<file path="src/uart_rx_pkg.sv">
package uart_rx_pkg;

    // ------------------------------------------------------------------------
    // line format and oversampling
    // ------------------------------------------------------------------------

    localparam int OVERSAMPLE = 16;      // ticks per bit

    typedef struct packed {
        logic       parity_en;
        logic       parity_type;         // 0 even, 1 odd
        logic       stop_bits;           // 0 one, 1 two
        logic [1:0] data_bits;           // 5 + code data bits
    } uart_cfg_t;

    // ------------------------------------------------------------------------
    // received frame
    // ------------------------------------------------------------------------

    typedef struct packed {
        logic [7:0] data;                // upper bits zero for short frames
        logic       parity_err;
        logic       stop_err;
    } rx_frame_t;

    // ------------------------------------------------------------------------
    // fifo trigger level
    // ------------------------------------------------------------------------

    typedef enum logic [1:0] {
        TRIG_1         = 2'd0,           // one entry
        TRIG_QUARTER   = 2'd1,           // DEPTH/4
        TRIG_HALF      = 2'd2,           // DEPTH/2
        TRIG_NEAR_FULL = 2'd3            // DEPTH-2
    } trig_level_t;

endpackage

</file>
<file path="src/uart_receiver.sv">
module uart_receiver
    import uart_rx_pkg::*;
(
    input  logic      clk,
    input  logic      reset_n,
    input  logic      rx_en_i,
    input  logic      tick_i,
    input  uart_cfg_t cfg_i,
    input  logic      rx_i,
    output rx_frame_t frame_o,
    output logic      frame_valid_o
);

    localparam int            TW        = $clog2(OVERSAMPLE);
    localparam logic [TW-1:0] MID_START = TW'(OVERSAMPLE / 2 - 1);
    localparam logic [TW-1:0] MID_BIT   = TW'(OVERSAMPLE - 1);

    typedef enum logic [2:0] {
        ST_IDLE,
        ST_START,
        ST_DATA,
        ST_PARITY,
        ST_STOP
    } state_t;

    state_t        state;
    logic [TW-1:0] tick_cnt;
    logic [2:0]    bit_cnt;
    logic [2:0]    last_bit;
    logic          stop_cnt;
    logic          rx_q;
    uart_cfg_t     cfg_q;              // format held for the whole frame
    logic [7:0]    shreg;
    logic          par_acc;
    logic          par_err;
    logic          stop_err;
    logic          bit_tick;

    assign last_bit = 3'd4 + {1'b0, cfg_q.data_bits};
    assign bit_tick = tick_i && (tick_cnt == MID_BIT);

    always_ff @(posedge clk or negedge reset_n) begin
        if (!reset_n) begin
            rx_q <= 1'b1;                  // line idles high
        end else begin
            rx_q <= rx_i;
        end
    end

    // ------------------------------------------------------------------------
    // frame FSM
    // ------------------------------------------------------------------------

    always_ff @(posedge clk or negedge reset_n) begin
        if (!reset_n) begin
            state         <= ST_IDLE;
            tick_cnt      <= '0;
            bit_cnt       <= '0;
            stop_cnt      <= 1'b0;
            cfg_q         <= '0;
            shreg         <= '0;
            par_acc       <= 1'b0;
            par_err       <= 1'b0;
            stop_err      <= 1'b0;
            frame_valid_o <= 1'b0;
            frame_o       <= '0;
        end else begin
            frame_valid_o <= 1'b0;
            if (tick_i) begin
                tick_cnt <= tick_cnt + 1'b1;
            end
            case (state)
                ST_IDLE: begin
                    tick_cnt <= '0;
                    if (rx_en_i && rx_q && !rx_i) begin  // falling edge
                        state    <= ST_START;
                        cfg_q    <= cfg_i;
                        shreg    <= '0;
                        bit_cnt  <= '0;
                        stop_cnt <= 1'b0;
                        par_acc  <= 1'b0;
                        par_err  <= 1'b0;
                        stop_err <= 1'b0;
                    end
                end
                ST_START: begin
                    if (tick_i && tick_cnt == MID_START) begin
                        tick_cnt <= '0;
                        state    <= rx_i ? ST_IDLE : ST_DATA;  // high again means a glitch
                    end
                end
                ST_DATA: begin
                    if (bit_tick) begin
                        tick_cnt       <= '0;
                        shreg[bit_cnt] <= rx_i;    // lsb first
                        par_acc        <= par_acc ^ rx_i;
                        bit_cnt        <= bit_cnt + 1'b1;
                        if (bit_cnt == last_bit) begin
                            state <= cfg_q.parity_en ? ST_PARITY : ST_STOP;
                        end
                    end
                end
                ST_PARITY: begin
                    if (bit_tick) begin
                        tick_cnt <= '0;
                        par_err  <= rx_i != (par_acc ^ cfg_q.parity_type);
                        state    <= ST_STOP;
                    end
                end
                ST_STOP: begin
                    if (bit_tick) begin
                        tick_cnt <= '0;
                        if (cfg_q.stop_bits && !stop_cnt) begin
                            stop_cnt <= 1'b1;      // first of two
                            stop_err <= !rx_i;
                        end else begin
                            frame_valid_o      <= 1'b1;
                            frame_o.data       <= shreg;
                            frame_o.parity_err <= par_err;
                            frame_o.stop_err   <= stop_err | !rx_i;
                            state              <= ST_IDLE;
                        end
                    end
                end
                default: state <= ST_IDLE;
            endcase
        end
    end

    a_valid_single: assert property (
        @(posedge clk) disable iff (!reset_n)
        frame_valid_o |=> !frame_valid_o
    ) else $error("frame_valid_o high two cycles in a row");

    a_bit_cnt_range: assert property (
        @(posedge clk) disable iff (!reset_n)
        (state == ST_DATA) |-> (bit_cnt <= last_bit)
    ) else $error("bit counter beyond configured data bits");

endmodule

</file>
<file path="src/receiver_fifo.sv">
module receiver_fifo
    import uart_rx_pkg::*;
#(
    parameter int DEPTH = 16
) (
    input  logic        clk,
    input  logic        reset_n,
    input  logic        clear_i,
    input  logic        push_i,
    input  logic [7:0]  wr_data_i,
    input  logic        pop_i,
    input  trig_level_t trig_level_i,
    output logic [7:0]  rd_data_o,
    output logic        rd_valid_o,
    output logic        empty_o,
    output logic        full_o,
    output logic        triggered_o
);

    localparam int AW = $clog2(DEPTH);
    localparam int CW = AW + 1;

    if (DEPTH < 8 || (DEPTH & (DEPTH - 1)) != 0) begin : g_depth_check
        $error("receiver_fifo: DEPTH must be a power of two of at least 8");
    end

    logic [7:0]    mem [DEPTH];
    logic [AW-1:0] wr_ptr;
    logic [AW-1:0] rd_ptr;
    logic [CW-1:0] count;
    logic [CW-1:0] threshold;
    logic          do_push;
    logic          do_pop;

    assign empty_o = (count == '0);
    assign full_o  = (count == CW'(DEPTH));
    assign do_push = push_i && !full_o;   // push on full is dropped
    assign do_pop  = pop_i && !empty_o;

    always_comb begin
        case (trig_level_i)
            TRIG_QUARTER:   threshold = CW'(DEPTH / 4);
            TRIG_HALF:      threshold = CW'(DEPTH / 2);
            TRIG_NEAR_FULL: threshold = CW'(DEPTH - 2);
            default:        threshold = CW'(1);
        endcase
    end

    assign triggered_o = (count >= threshold);

    // ------------------------------------------------------------------------
    // pointers and fill count
    // ------------------------------------------------------------------------

    always_ff @(posedge clk or negedge reset_n) begin
        if (!reset_n) begin
            wr_ptr <= '0;
            rd_ptr <= '0;
            count  <= '0;
        end else if (clear_i) begin
            wr_ptr <= '0;
            rd_ptr <= '0;
            count  <= '0;
        end else begin
            if (do_push) begin
                wr_ptr <= wr_ptr + 1'b1;
            end
            if (do_pop) begin
                rd_ptr <= rd_ptr + 1'b1;
            end
            case ({do_push, do_pop})
                2'b10:   count <= count + 1'b1;
                2'b01:   count <= count - 1'b1;
                default: count <= count;     // both or neither
            endcase
        end
    end

    always_ff @(posedge clk) begin
        if (do_push) begin
            mem[wr_ptr] <= wr_data_i;
        end
        if (do_pop) begin
            rd_data_o <= mem[rd_ptr];
        end
    end

    always_ff @(posedge clk or negedge reset_n) begin
        if (!reset_n) begin
            rd_valid_o <= 1'b0;
        end else begin
            rd_valid_o <= do_pop && !clear_i;
        end
    end

    a_count_bound: assert property (
        @(posedge clk) disable iff (!reset_n)
        count <= CW'(DEPTH)
    ) else $error("fifo count above DEPTH");

endmodule

</file>
<file path="src/rx_host_port.sv">
module rx_host_port
    import uart_rx_pkg::*;
(
    input  logic        clk,
    input  logic        reset_n,
    input  logic        fifo_en_i,
    input  logic        hf_en_i,
    input  logic        force_rts_i,
    input  trig_level_t trig_level_i,
    input  rx_frame_t   frame_i,
    input  logic        frame_valid_i,
    input  logic [7:0]  fifo_rd_data_i,
    input  logic        fifo_rd_valid_i,
    input  logic        fifo_empty_i,
    input  logic        fifo_full_i,
    input  logic        fifo_triggered_i,
    output logic        push_o,
    output logic [7:0]  data_o,
    output logic        data_o_valid,
    output logic        parity_err_o,
    output logic        stop_bit_err_o,
    output logic        fifo_rx_overrun_o,
    output logic        rts_no
);

    logic near_full;

    assign near_full = (trig_level_i == TRIG_NEAR_FULL);

    // ------------------------------------------------------------------------
    // data routing
    // ------------------------------------------------------------------------

    assign push_o            = fifo_en_i && frame_valid_i;
    assign fifo_rx_overrun_o = fifo_en_i && fifo_full_i && frame_valid_i;
    assign parity_err_o      = frame_i.parity_err;
    assign stop_bit_err_o    = frame_i.stop_err;

    always_comb begin
        if (fifo_en_i) begin
            data_o       = fifo_rd_data_i;
            data_o_valid = fifo_rd_valid_i;
        end else begin
            data_o       = frame_i.data;     // bypass
            data_o_valid = frame_valid_i;
        end
    end

    // ------------------------------------------------------------------------
    // rts flow control
    // ------------------------------------------------------------------------

    always_ff @(posedge clk or negedge reset_n) begin
        if (!reset_n) begin
            rts_no <= 1'b0;
        end else if (hf_en_i) begin
            if (force_rts_i) begin
                rts_no <= 1'b0;
            end else if (fifo_triggered_i) begin
                rts_no <= 1'b1;
            end else if (near_full || fifo_empty_i) begin
                rts_no <= 1'b0;                // hysteresis below near-full
            end
        end
    end

    a_rts_hold: assert property (
        @(posedge clk) disable iff (!reset_n)
        !hf_en_i |=> $stable(rts_no)
    ) else $error("rts_no changed with hf_en_i low");

endmodule

</file>
<file path="src/uart_rx_top.sv">
module uart_rx_top
    import uart_rx_pkg::*;
#(
    parameter int DEPTH = 16
) (
    input  logic       clk,
    input  logic       reset_n,
    input  logic       rx_en_i,
    input  logic       tick_i,
    input  logic       parity_type_i,
    input  logic       parity_en_i,
    input  logic       rx_i,
    input  logic       fifo_rx_reset_i,
    input  logic       stop_bit_num_i,
    input  logic [1:0] data_bit_num_i,
    input  logic       fifo_en_i,
    input  logic       force_rts_i,
    input  logic       fifo_rx_pop_i,
    input  logic [1:0] fifo_rx_trig_level_i,
    input  logic       hf_en_i,
    output logic [7:0] data_o,
    output logic       data_o_valid,
    output logic       parity_err_o,
    output logic       stop_bit_err_o,
    output logic       fifo_rx_overrun_o,
    output logic       rts_no
);

    uart_cfg_t   cfg;
    trig_level_t trig_level;
    rx_frame_t   frame;
    logic        frame_valid;
    logic        fifo_push;
    logic [7:0]  fifo_rd_data;
    logic        fifo_rd_valid;
    logic        fifo_empty;
    logic        fifo_full;
    logic        fifo_triggered;

    assign cfg = '{
        parity_en:   parity_en_i,
        parity_type: parity_type_i,
        stop_bits:   stop_bit_num_i,
        data_bits:   data_bit_num_i
    };
    assign trig_level = trig_level_t'(fifo_rx_trig_level_i);

    uart_receiver u_receiver (
        .clk           (clk),
        .reset_n       (reset_n),
        .rx_en_i       (rx_en_i),
        .tick_i        (tick_i),
        .cfg_i         (cfg),
        .rx_i          (rx_i),
        .frame_o       (frame),
        .frame_valid_o (frame_valid)
    );

    receiver_fifo #(
        .DEPTH (DEPTH)
    ) u_fifo (
        .clk          (clk),
        .reset_n      (reset_n),
        .clear_i      (fifo_rx_reset_i),
        .push_i       (fifo_push),
        .wr_data_i    (frame.data),
        .pop_i        (fifo_rx_pop_i),
        .trig_level_i (trig_level),
        .rd_data_o    (fifo_rd_data),
        .rd_valid_o   (fifo_rd_valid),
        .empty_o      (fifo_empty),
        .full_o       (fifo_full),
        .triggered_o  (fifo_triggered)
    );

    rx_host_port u_host_port (
        .clk               (clk),
        .reset_n           (reset_n),
        .fifo_en_i         (fifo_en_i),
        .hf_en_i           (hf_en_i),
        .force_rts_i       (force_rts_i),
        .trig_level_i      (trig_level),
        .frame_i           (frame),
        .frame_valid_i     (frame_valid),
        .fifo_rd_data_i    (fifo_rd_data),
        .fifo_rd_valid_i   (fifo_rd_valid),
        .fifo_empty_i      (fifo_empty),
        .fifo_full_i       (fifo_full),
        .fifo_triggered_i  (fifo_triggered),
        .push_o            (fifo_push),
        .data_o            (data_o),
        .data_o_valid      (data_o_valid),
        .parity_err_o      (parity_err_o),
        .stop_bit_err_o    (stop_bit_err_o),
        .fifo_rx_overrun_o (fifo_rx_overrun_o),
        .rts_no            (rts_no)
    );

endmodule

</file>
<file path="config.mk">
export PLATFORM = sky130hd
export DESIGN_NAME = uart_rx_top
export DESIGN_NICKNAME = d
export VERILOG_FILES = /design/src/uart_rx_pkg.sv /design/src/uart_receiver.sv /design/src/receiver_fifo.sv /design/src/rx_host_port.sv /design/src/uart_rx_top.sv
export SDC_FILE = /design/constraint.sdc
export NUM_CORES = 1
export LEC_CHECK = 0
export ABC_AREA = 1
export BUFFER_PORTS_ARGS = -buffer_cell sky130_fd_sc_hd__buf_2
export CORE_UTILIZATION = 65
export CTS_CLUSTER_DIAMETER = 30
export DETAILED_ROUTE_END_ITERATION = 10
export PLACE_DENSITY = 0.83
export SLEW_MARGIN = 30
export SYNTH_ARGS = -nofsm -noshare
export SYNTH_HDL_FRONTEND = slang
export SYNTH_SLANG_ARGS = --single-unit
</file>
<file path="constraint.sdc">
create_clock -name clk -period 3.5 [get_ports clk]
set_clock_uncertainty 0.05 [all_clocks]
set_input_delay 0.175 -clock clk [delete_from_list [all_inputs] [get_ports clk]]
set_output_delay 0.175 -clock clk [all_outputs]
set_load 0.005 [all_outputs]
</file>
==> metrics.yaml, run 1 <==
run_status:
  status: "completed"
layout:
  n_fill_cell: 787
  diodes: 0
  layout-drive-gt1-share_pct: 10.2
  nets: 851
  final_cells: 1004
  ff_latch_area_sq_um: 5440
  multi_input_area_sq_um: 2530
  syn2layout_area_growth_pct: 12.3
placement:
  gp_congestion: 0.864
  hpwl_um: 11500
  dp_cells: 962
  place_ws_ps: 890
  io_buffers: 29
sta:
  relSlewSlack_pct: 42.8
  fin_crit_sh_pct: 76.1
  max_freq_mhz: 375
  layout_setup_ws_ps: 836
  tns_ps: 0
  worst_pin_slew_ps: 859
  setup-violations-final: 0
  final_hold_viol_count: 0
  min_period_ps: 2660
  rsz0062_at_grt: "no"
  slew_viol_final: 0
setup_path:
  cp_data_arrival_time_ps: 2930
  cpPeakStageDelay_ps: 500
  endpoint_kind: "flop"
  required_ps: 3770
  path_class: "flop to flop"
  cp_cell_sequence: "inv_1 -> nand3_1 -> nand2_2 -> inv_1 -> nand2_1 -> fa_1 -> nand3b_1 -> nand2_1 -> nand2_1 -> nand2_1 -> inv_1 -> nand2_1 -> nand2_1 -> nand2_1 -> nand2_1"
  critPathMostFrequentCell: "nand2_1"
  slowest_stage: "fa_1"
  critical_path.max_fanout: 11
  worstSetupStartpointType: "flop"
global_routing:
  antenna_found_initial: 0
  grt_pass1_wl_um: 28800
  grt_max_degree: 73
  grt_overflow: 0
  grtUsageTotal_pct: 29.6
  grt_pass1_vias: 5667
die:
  die_area_sq_um: 13300
  start_util_pct: 66.4
  die_x_um: 115
  top_level_ports: 30
  die_h_um: 115
  num_rows: 41
  core-area_sq_um: 12600
cts:
  ctsHtreeMaxLevel: 4
  clk_pin_slew_ps: 60
  post-cts-setup-buffers: 0
  cts_root_buf: "clkbuf_16"
  numCtsBuffers: 17
  hold_buffers: 10
  cts_tree: "done"
  cts.sinks: 190
  cts.path.max_buffers: 2
  cts-resized-gates: 0
  insertion_delay_ps: 430
logic_synthesis:
  ys_async_sr_fraction_pct: 28.4
  synth_area_per_cell_sq_um: 10.6
  ys_types: 37
  synth_edf_count: 136
  synth.largest_area_cell: "edfxtp_1"
  synth-main-ff-cell: "edfxtp_1"
  yosys_warnings: 0
  synth-xor-area-share_pct: 0.735
  synthCells: 789
  synth_compound_area_share_pct: 10.6
  synth-seq-cells: 190
  synth.area.top_cells: "edfxtp_1 49%, dfrtp_1 16%, nor2_1 6.1%"
  syn_nets: 821
  synth_area_sq_um: 8350
  synth_top_family_by_area: "simple AND/OR/NAND/NOR gates"
  synth.top_cell.area_share_pct: 48.9
  yosysSeqAreaShare_pct: 65.1
  synthMuxAreaShare_pct: 0.255
  yosys.area_share.adder_pct: 2.34
  synthTopCellsByCount: "136 x edfxtp_1, 136 x nor2_1, 126 x nand2_1, 95 x o21ai_0, 53 x dfrtp_1"
  synthSimpleGateAreaFrac_pct: 16.4
power:
  powerDensity_nw_per_um2: 541
  leakagePower_nw: 3.24
  vdd_drop_max_mv: 0.500
job:
  maxCapViolCount: 0
drt:
  drt-initial-drc-count: 685
  routed.top_layer: "met4"
  drc_errors: 0
  first_pass_iters: 7
  wirelength_um: 18000
  vias_per_cell: 5.99
  via_count: 6017
  detail-route-antenna-nets: 0
  met1_length_um: 7150
  wl_met2_um: 8990
  route.met3.wl_um: 1290
  wl_per_cell_um: 17.9
min_path:
  hold_path_class: "primary input to flop"
==> flip-flops by register name, summed over array words and instances, names as in the netlist <==
register                  cells
u_receiver.stop_cnt           1
u_receiver.stop_err           1
u_receiver.state              3
u_fifo.count                  5
u_fifo.rd_valid_o             1
u_receiver.frame_o           10
u_receiver.bit_cnt            3
u_receiver.shreg              8
u_receiver.tick_cnt           4
u_receiver.par_err            1
u_receiver.cfg_q              5
u_fifo.wr_ptr                 4
u_fifo.rd_data_o              8
u_fifo.rd_ptr                 4
u_receiver.par_acc            1
u_receiver.rx_q               1
u_host_port.rts_no            1
u_receiver.frame_valid_o      1
u_fifo.mem                  128
==> power by group <==
group / leakage, nW / internal, mW / switching [mW]
sequential: 1.47 / 2.45 / 0.0532
clock: 0.329 / 1.30 / 0.799
combinational: 1.44 / 0.151 / 0.320
==> final cells by class <==
type	instances	share of cell area, %
clock buffers	26	6.23
clock inverters	6	0.921
inverters	59	2.39
multi-input cells	507	27.0
flip-flops and latches	190	58.0
well taps	172	2.30
repair buffers	44	3.15
==> critical path: cells and delay by family (launching register included) <==
kind | cells | cell delay [ps]
AND/OR/NAND/NOR | 11 | 1110
adder cells (fa/ha/maj) | 1 | 500
buffers and inverters | 3 | 470
flip-flops | 1 | 430
==> through the flow <==
step	power [mW]	area (sq um)	utilization, %	hold slack [ps]
2_1_floorplan	2.93	8350	-	-171
3_3_place_gp	2.98	8600	68.5	264
3_5_place_dp	3.00	8600	68.5	273
4_1_cts	5.08	9370	74.6	60.9
5_1_grt	5.24	9370	74.6	73.7
6_report	5.08	9370	74.6	67.0
==> cell usage in the layout, fill, tap and decap left out, types with 2 or more instances in the layout <==
master	netlist	final
nor3_1	2	2
nand2_4	2	2
a21oi_2	2	2
buf_4	1	4
nand2_1	126	126
clkbuf_16	0	21
edfxtp_1	136	136
inv_1	50	50
clkbuf_8	0	4
o21ai_1	14	14
clkinv_2	0	2
dfrtp_1	53	52
nand4_1	16	16
xor2_1	3	3
buf_2	10	29
nand2_2	2	2
xnor2_1	4	4
nor2_4	2	2
ha_1	14	14
o21ai_0	95	95
nand3_1	34	34
clkinv_1	3	3
inv_2	5	5
bufinv_16	0	2
dlygate4sd3_1	0	10
o211ai_1	32	32
a21oi_1	14	14
nor2_1	136	136
==> kinds of logic (layout without fill, tap and decap cells) <==
group,count (synthesis),after routing
AND/OR/NAND/NOR,324,324
flip-flops,190,190
AO/OA/AOI/OAI,159,159
buffers and inverters,92,135
adder cells (fa/ha/maj),15,15
XOR/XNOR,7,7
multiplexers,2,2
==> worst paths after layout <==
| kind | startpoint | endpoint | slack (ps) | cells past startpoint |
|---|---|---|---|---|
| min in group asynchronous | reset_n | u_receiver.bit_cnt[2] | 340 | 2 |
| min reg2reg | u_receiver.shreg[5] | u_receiver.shreg[5] | 430 | 2 |
| max | u_fifo.count[4] | u_fifo.count[4] | 840 | 15 |
| max in group asynchronous | reset_n | u_receiver.rx_q | 2240 | 3 |
| max reg2reg | u_fifo.count[4] | u_fifo.count[4] | 840 | 15 |
| min | tick_i | u_receiver.tick_cnt[0] | 70 | 3 |
==> metal layers <==
metal,global-route usage [%],vias up
met5,0,-
met4,13.4,0
met3,5.75,50
met2,49.2,282
met1,37.9,2911
li1,-,2774
(Power assumes the default switching activity.)
==> run 2, diff against run 1 <==
- CORE_UTILIZATION: 65 -> 62
- PLACE_DENSITY: 0.83 -> 0.8
- clock period: 3.5 -> 2.75 ns (I/O delays scaled with it)
==> metrics.yaml, run 2 (synthesis results as in run 1) <==
setup_path:
  critPathMostFrequentCell: "nand2_1"
  r2r_start: "u_fifo.count[1]"
  worstSetupStartpointType: "flop"
  r2r_cells: 14  # -1
  cp_num_buf_inv: 1  # -2
  reg2reg_slack_ps: 370  # -460 ps
  endpoint_kind: "flop"
  cpPeakStageDelay_ps: 440  # -60 ps
  slowest_stage: "dfrtp_1"
  critical_path.max_fanout: 8  # -3
  path_class: "flop to flop"
  path_delay_family: "simple AND/OR/NAND/NOR gates"
  cp_data_arrival_time_ps: 2650  # -280 ps
  cp_cell_sequence: "nor2_1 -> nand3_1 -> nand2_1 -> inv_2 -> nor2_2 -> ha_1 -> a21oi_1 -> nand2_1 -> nand2_1 -> nand2_1 -> nand2_1 -> nand2_1 -> nand2_1 -> nand2_1"
  rr_endpoint: "u_fifo.count[4]"
  required_ps: 3030  # -740 ps
placement:
  dpl_cell_area_sq_um: 8660  # +0.70%
  hpwl_um: 12400  # +8.5%
  gp_congestion: 0.855  # -0.97%
  io_buffers: 29  # unchanged
cts:
  clk_pin_slew_ps: 70  # about the same
  cts.sinks: 190  # unchanged
  cts_root_buf: "clkbuf_16"
  cts.path.max_buffers: 2  # unchanged
  cts_tree: "done"
  numCtsBuffers: 17  # unchanged
  ctsHtreeMaxLevel: 4  # unchanged
  insertion_delay_ps: 430  # about the same
power:
  cell_internal_pwr_mw: 4.65  # +19%
  powerDensity_nw_per_um2: 663  # +23%
  power_frac_comb_pct: 9.8  # +0.5 points
  pwr-share-clk_pct: 38.7  # -2.6 points
  vdd_drop_max_mv: 0.456  # -8.9%
  swShare_pct: 24.9  # +1.8 points
  leakagePower_nw: 3.21  # -0.90%
  seq_power_share_pct: 51.5  # +2.1 points
  p_sw_mw: 1.54  # +32%
die:
  core-area_sq_um: 13200  # +4.9%
  die_h_um: 118  # +2.3%
  start_util_pct: 63.3  # -3.1 points
  top_level_ports: 30  # unchanged
  die_x_um: 118  # +2.3%
  die_area_sq_um: 13900  # +4.8%
  num_rows: 42  # +2.4%
layout:
  final_cell_area_sq_um: 9340  # -0.36%
  syn2layout_area_growth_pct: 11.9
  layout-drive-gt1-share_pct: 11.1  # +0.84 points
  multi_input_area_sq_um: 2530  # about the same
  largest_reg_flops: 128  # unchanged
  reg_top3: "u_fifo.mem (128), u_receiver.frame_o (10)"
  n_fill_cell: 924  # +17%
  diodes: 0  # unchanged
  layout_commonest_cell: "edfxtp_1"
  nets: 860  # +1.1%
  largest_register: "u_fifo.mem"
  layout_common_cells: "136 x edfxtp_1, 135 x nor2_1, 126 x nand2_1"
  ff_latch_area_sq_um: 5440  # unchanged
sta:
  slew_viol_final: 0  # unchanged
  rsz0062_at_grt: "no"
  setup-violations-final: 0  # unchanged
  min_period_ps: 2380  # -287 ps
  final_hold_viol_count: 0  # unchanged
  max_freq_mhz: 421  # +12%
  fin_crit_sh_pct: 86.4  # +10 points
  tns_ps: 0  # unchanged
  relSlewSlack_pct: 46.0  # +3.2 points
  worst_pin_slew_ps: 807  # -51.0 ps
drt:
  drc_errors: 0  # unchanged
  drt-initial-drc-count: 640  # -6.6%
  via_count: 5993  # -0.40%
  vias_per_cell: 5.89  # -1.7%
  wl_per_cell_um: 18.3  # +2.4%
  wirelength_um: 18600  # +3.7%
  first_pass_iters: 5  # -2
  detail-route-antenna-nets: 0  # unchanged
global_routing:
  grt_max_degree: 37  # -49%
  grt_overflow: 0  # unchanged
  grtUsageTotal_pct: 29.5  # -0.11 points
  antenna_found_initial: 0  # unchanged
  grt_pass1_vias: 5985  # +5.6%
  grt_pass1_wl_um: 31100  # +7.8%
min_path:
  hold_path_class: "primary input to asynchronous set/reset pin"
run_status:
  status: "completed"
job:
  maxCapViolCount: 0  # unchanged
-- run 2: what timing repair did --
item | 4_1_cts | 5_1_grt
hold buffers | 10 | 0
buffers inserted | 0 | 0
gates resized for setup | 0 | 1
setup endpoints to repair | 0 | 1
endpoints found under the hold margin | 64 | 0
-- run 2: final cells by class --
class | count | share of cell area [%]
repair buffers | 53 | 3.75
clock buffers | 19 | 4.63
inverters | 59 | 2.40
flip-flops and latches | 190 | 58.2
well taps | 176 | 2.36
multi-input cells | 507 | 27.1
clock inverters | 13 | 1.51
-- run 2: worst max-delay path by stage --
stage / startpoint / end / slack, ps / depth (start not counted)
global route: u_fifo.count[1] / u_fifo.count[4] / 4 / 15
detailed placement: u_fifo.count[1] / u_fifo.count[4] / 320 / 14
global placement: u_fifo.count[1] / u_fifo.count[4] / 440 / 14
finish: u_fifo.count[1] / u_fifo.count[4] / 370 / 14
CTS: u_fifo.count[1] / u_fifo.count[4] / 280 / 15
floorplan: u_fifo.count[4] / u_fifo.count[4] / 500 / 15
-- run 2: worst reg2reg max path, delay by kind of cell (launching register included) --
family	cells	cell delay (ps)
simple gates	11	1120
fa+ha+maj	1	320
flops	1	440
compound gates	1	230
buf+inv	1	110
-- run 2: power groups by stage --
stage | sequential (mW) | clock [mW] | combinational (mW)
after floorplan | 3.23 | 0 | 0.498
after global placement | 3.24 | 0 | 0.553
after detailed placement | 3.25 | 0 | 0.591
after CTS | 3.19 | 2.41 | 0.606
after global routing | 3.20 | 2.51 | 0.696
final | 3.19 | 2.40 | 0.607
-- run 2: layer usage --
metal	track usage, %	wire [um]	part of all wire (%)	vias up
met5	0	0	0	-
met4	13.6	577	3.1	0
met3	5.33	1060	5.7	50
met2	49.1	9470	51	232
met1	37.8	7530	40	2906
li1	-	-	-	2805
-- run 2: through the flow --
stage	instances	worst slack, ps	power (mW)	util [%]	hold WS, ps
floorplan	789	501	3.73	-	-208
global placement	975	443	3.79	65.7	-72.8
detailed placement	975	317	3.84	65.7	-69.4
CTS	1017	279	6.21	70.8	1.16
global route	1017	4.32	6.41	70.8	10.2
finish	1017	373	6.20	70.8	6.71
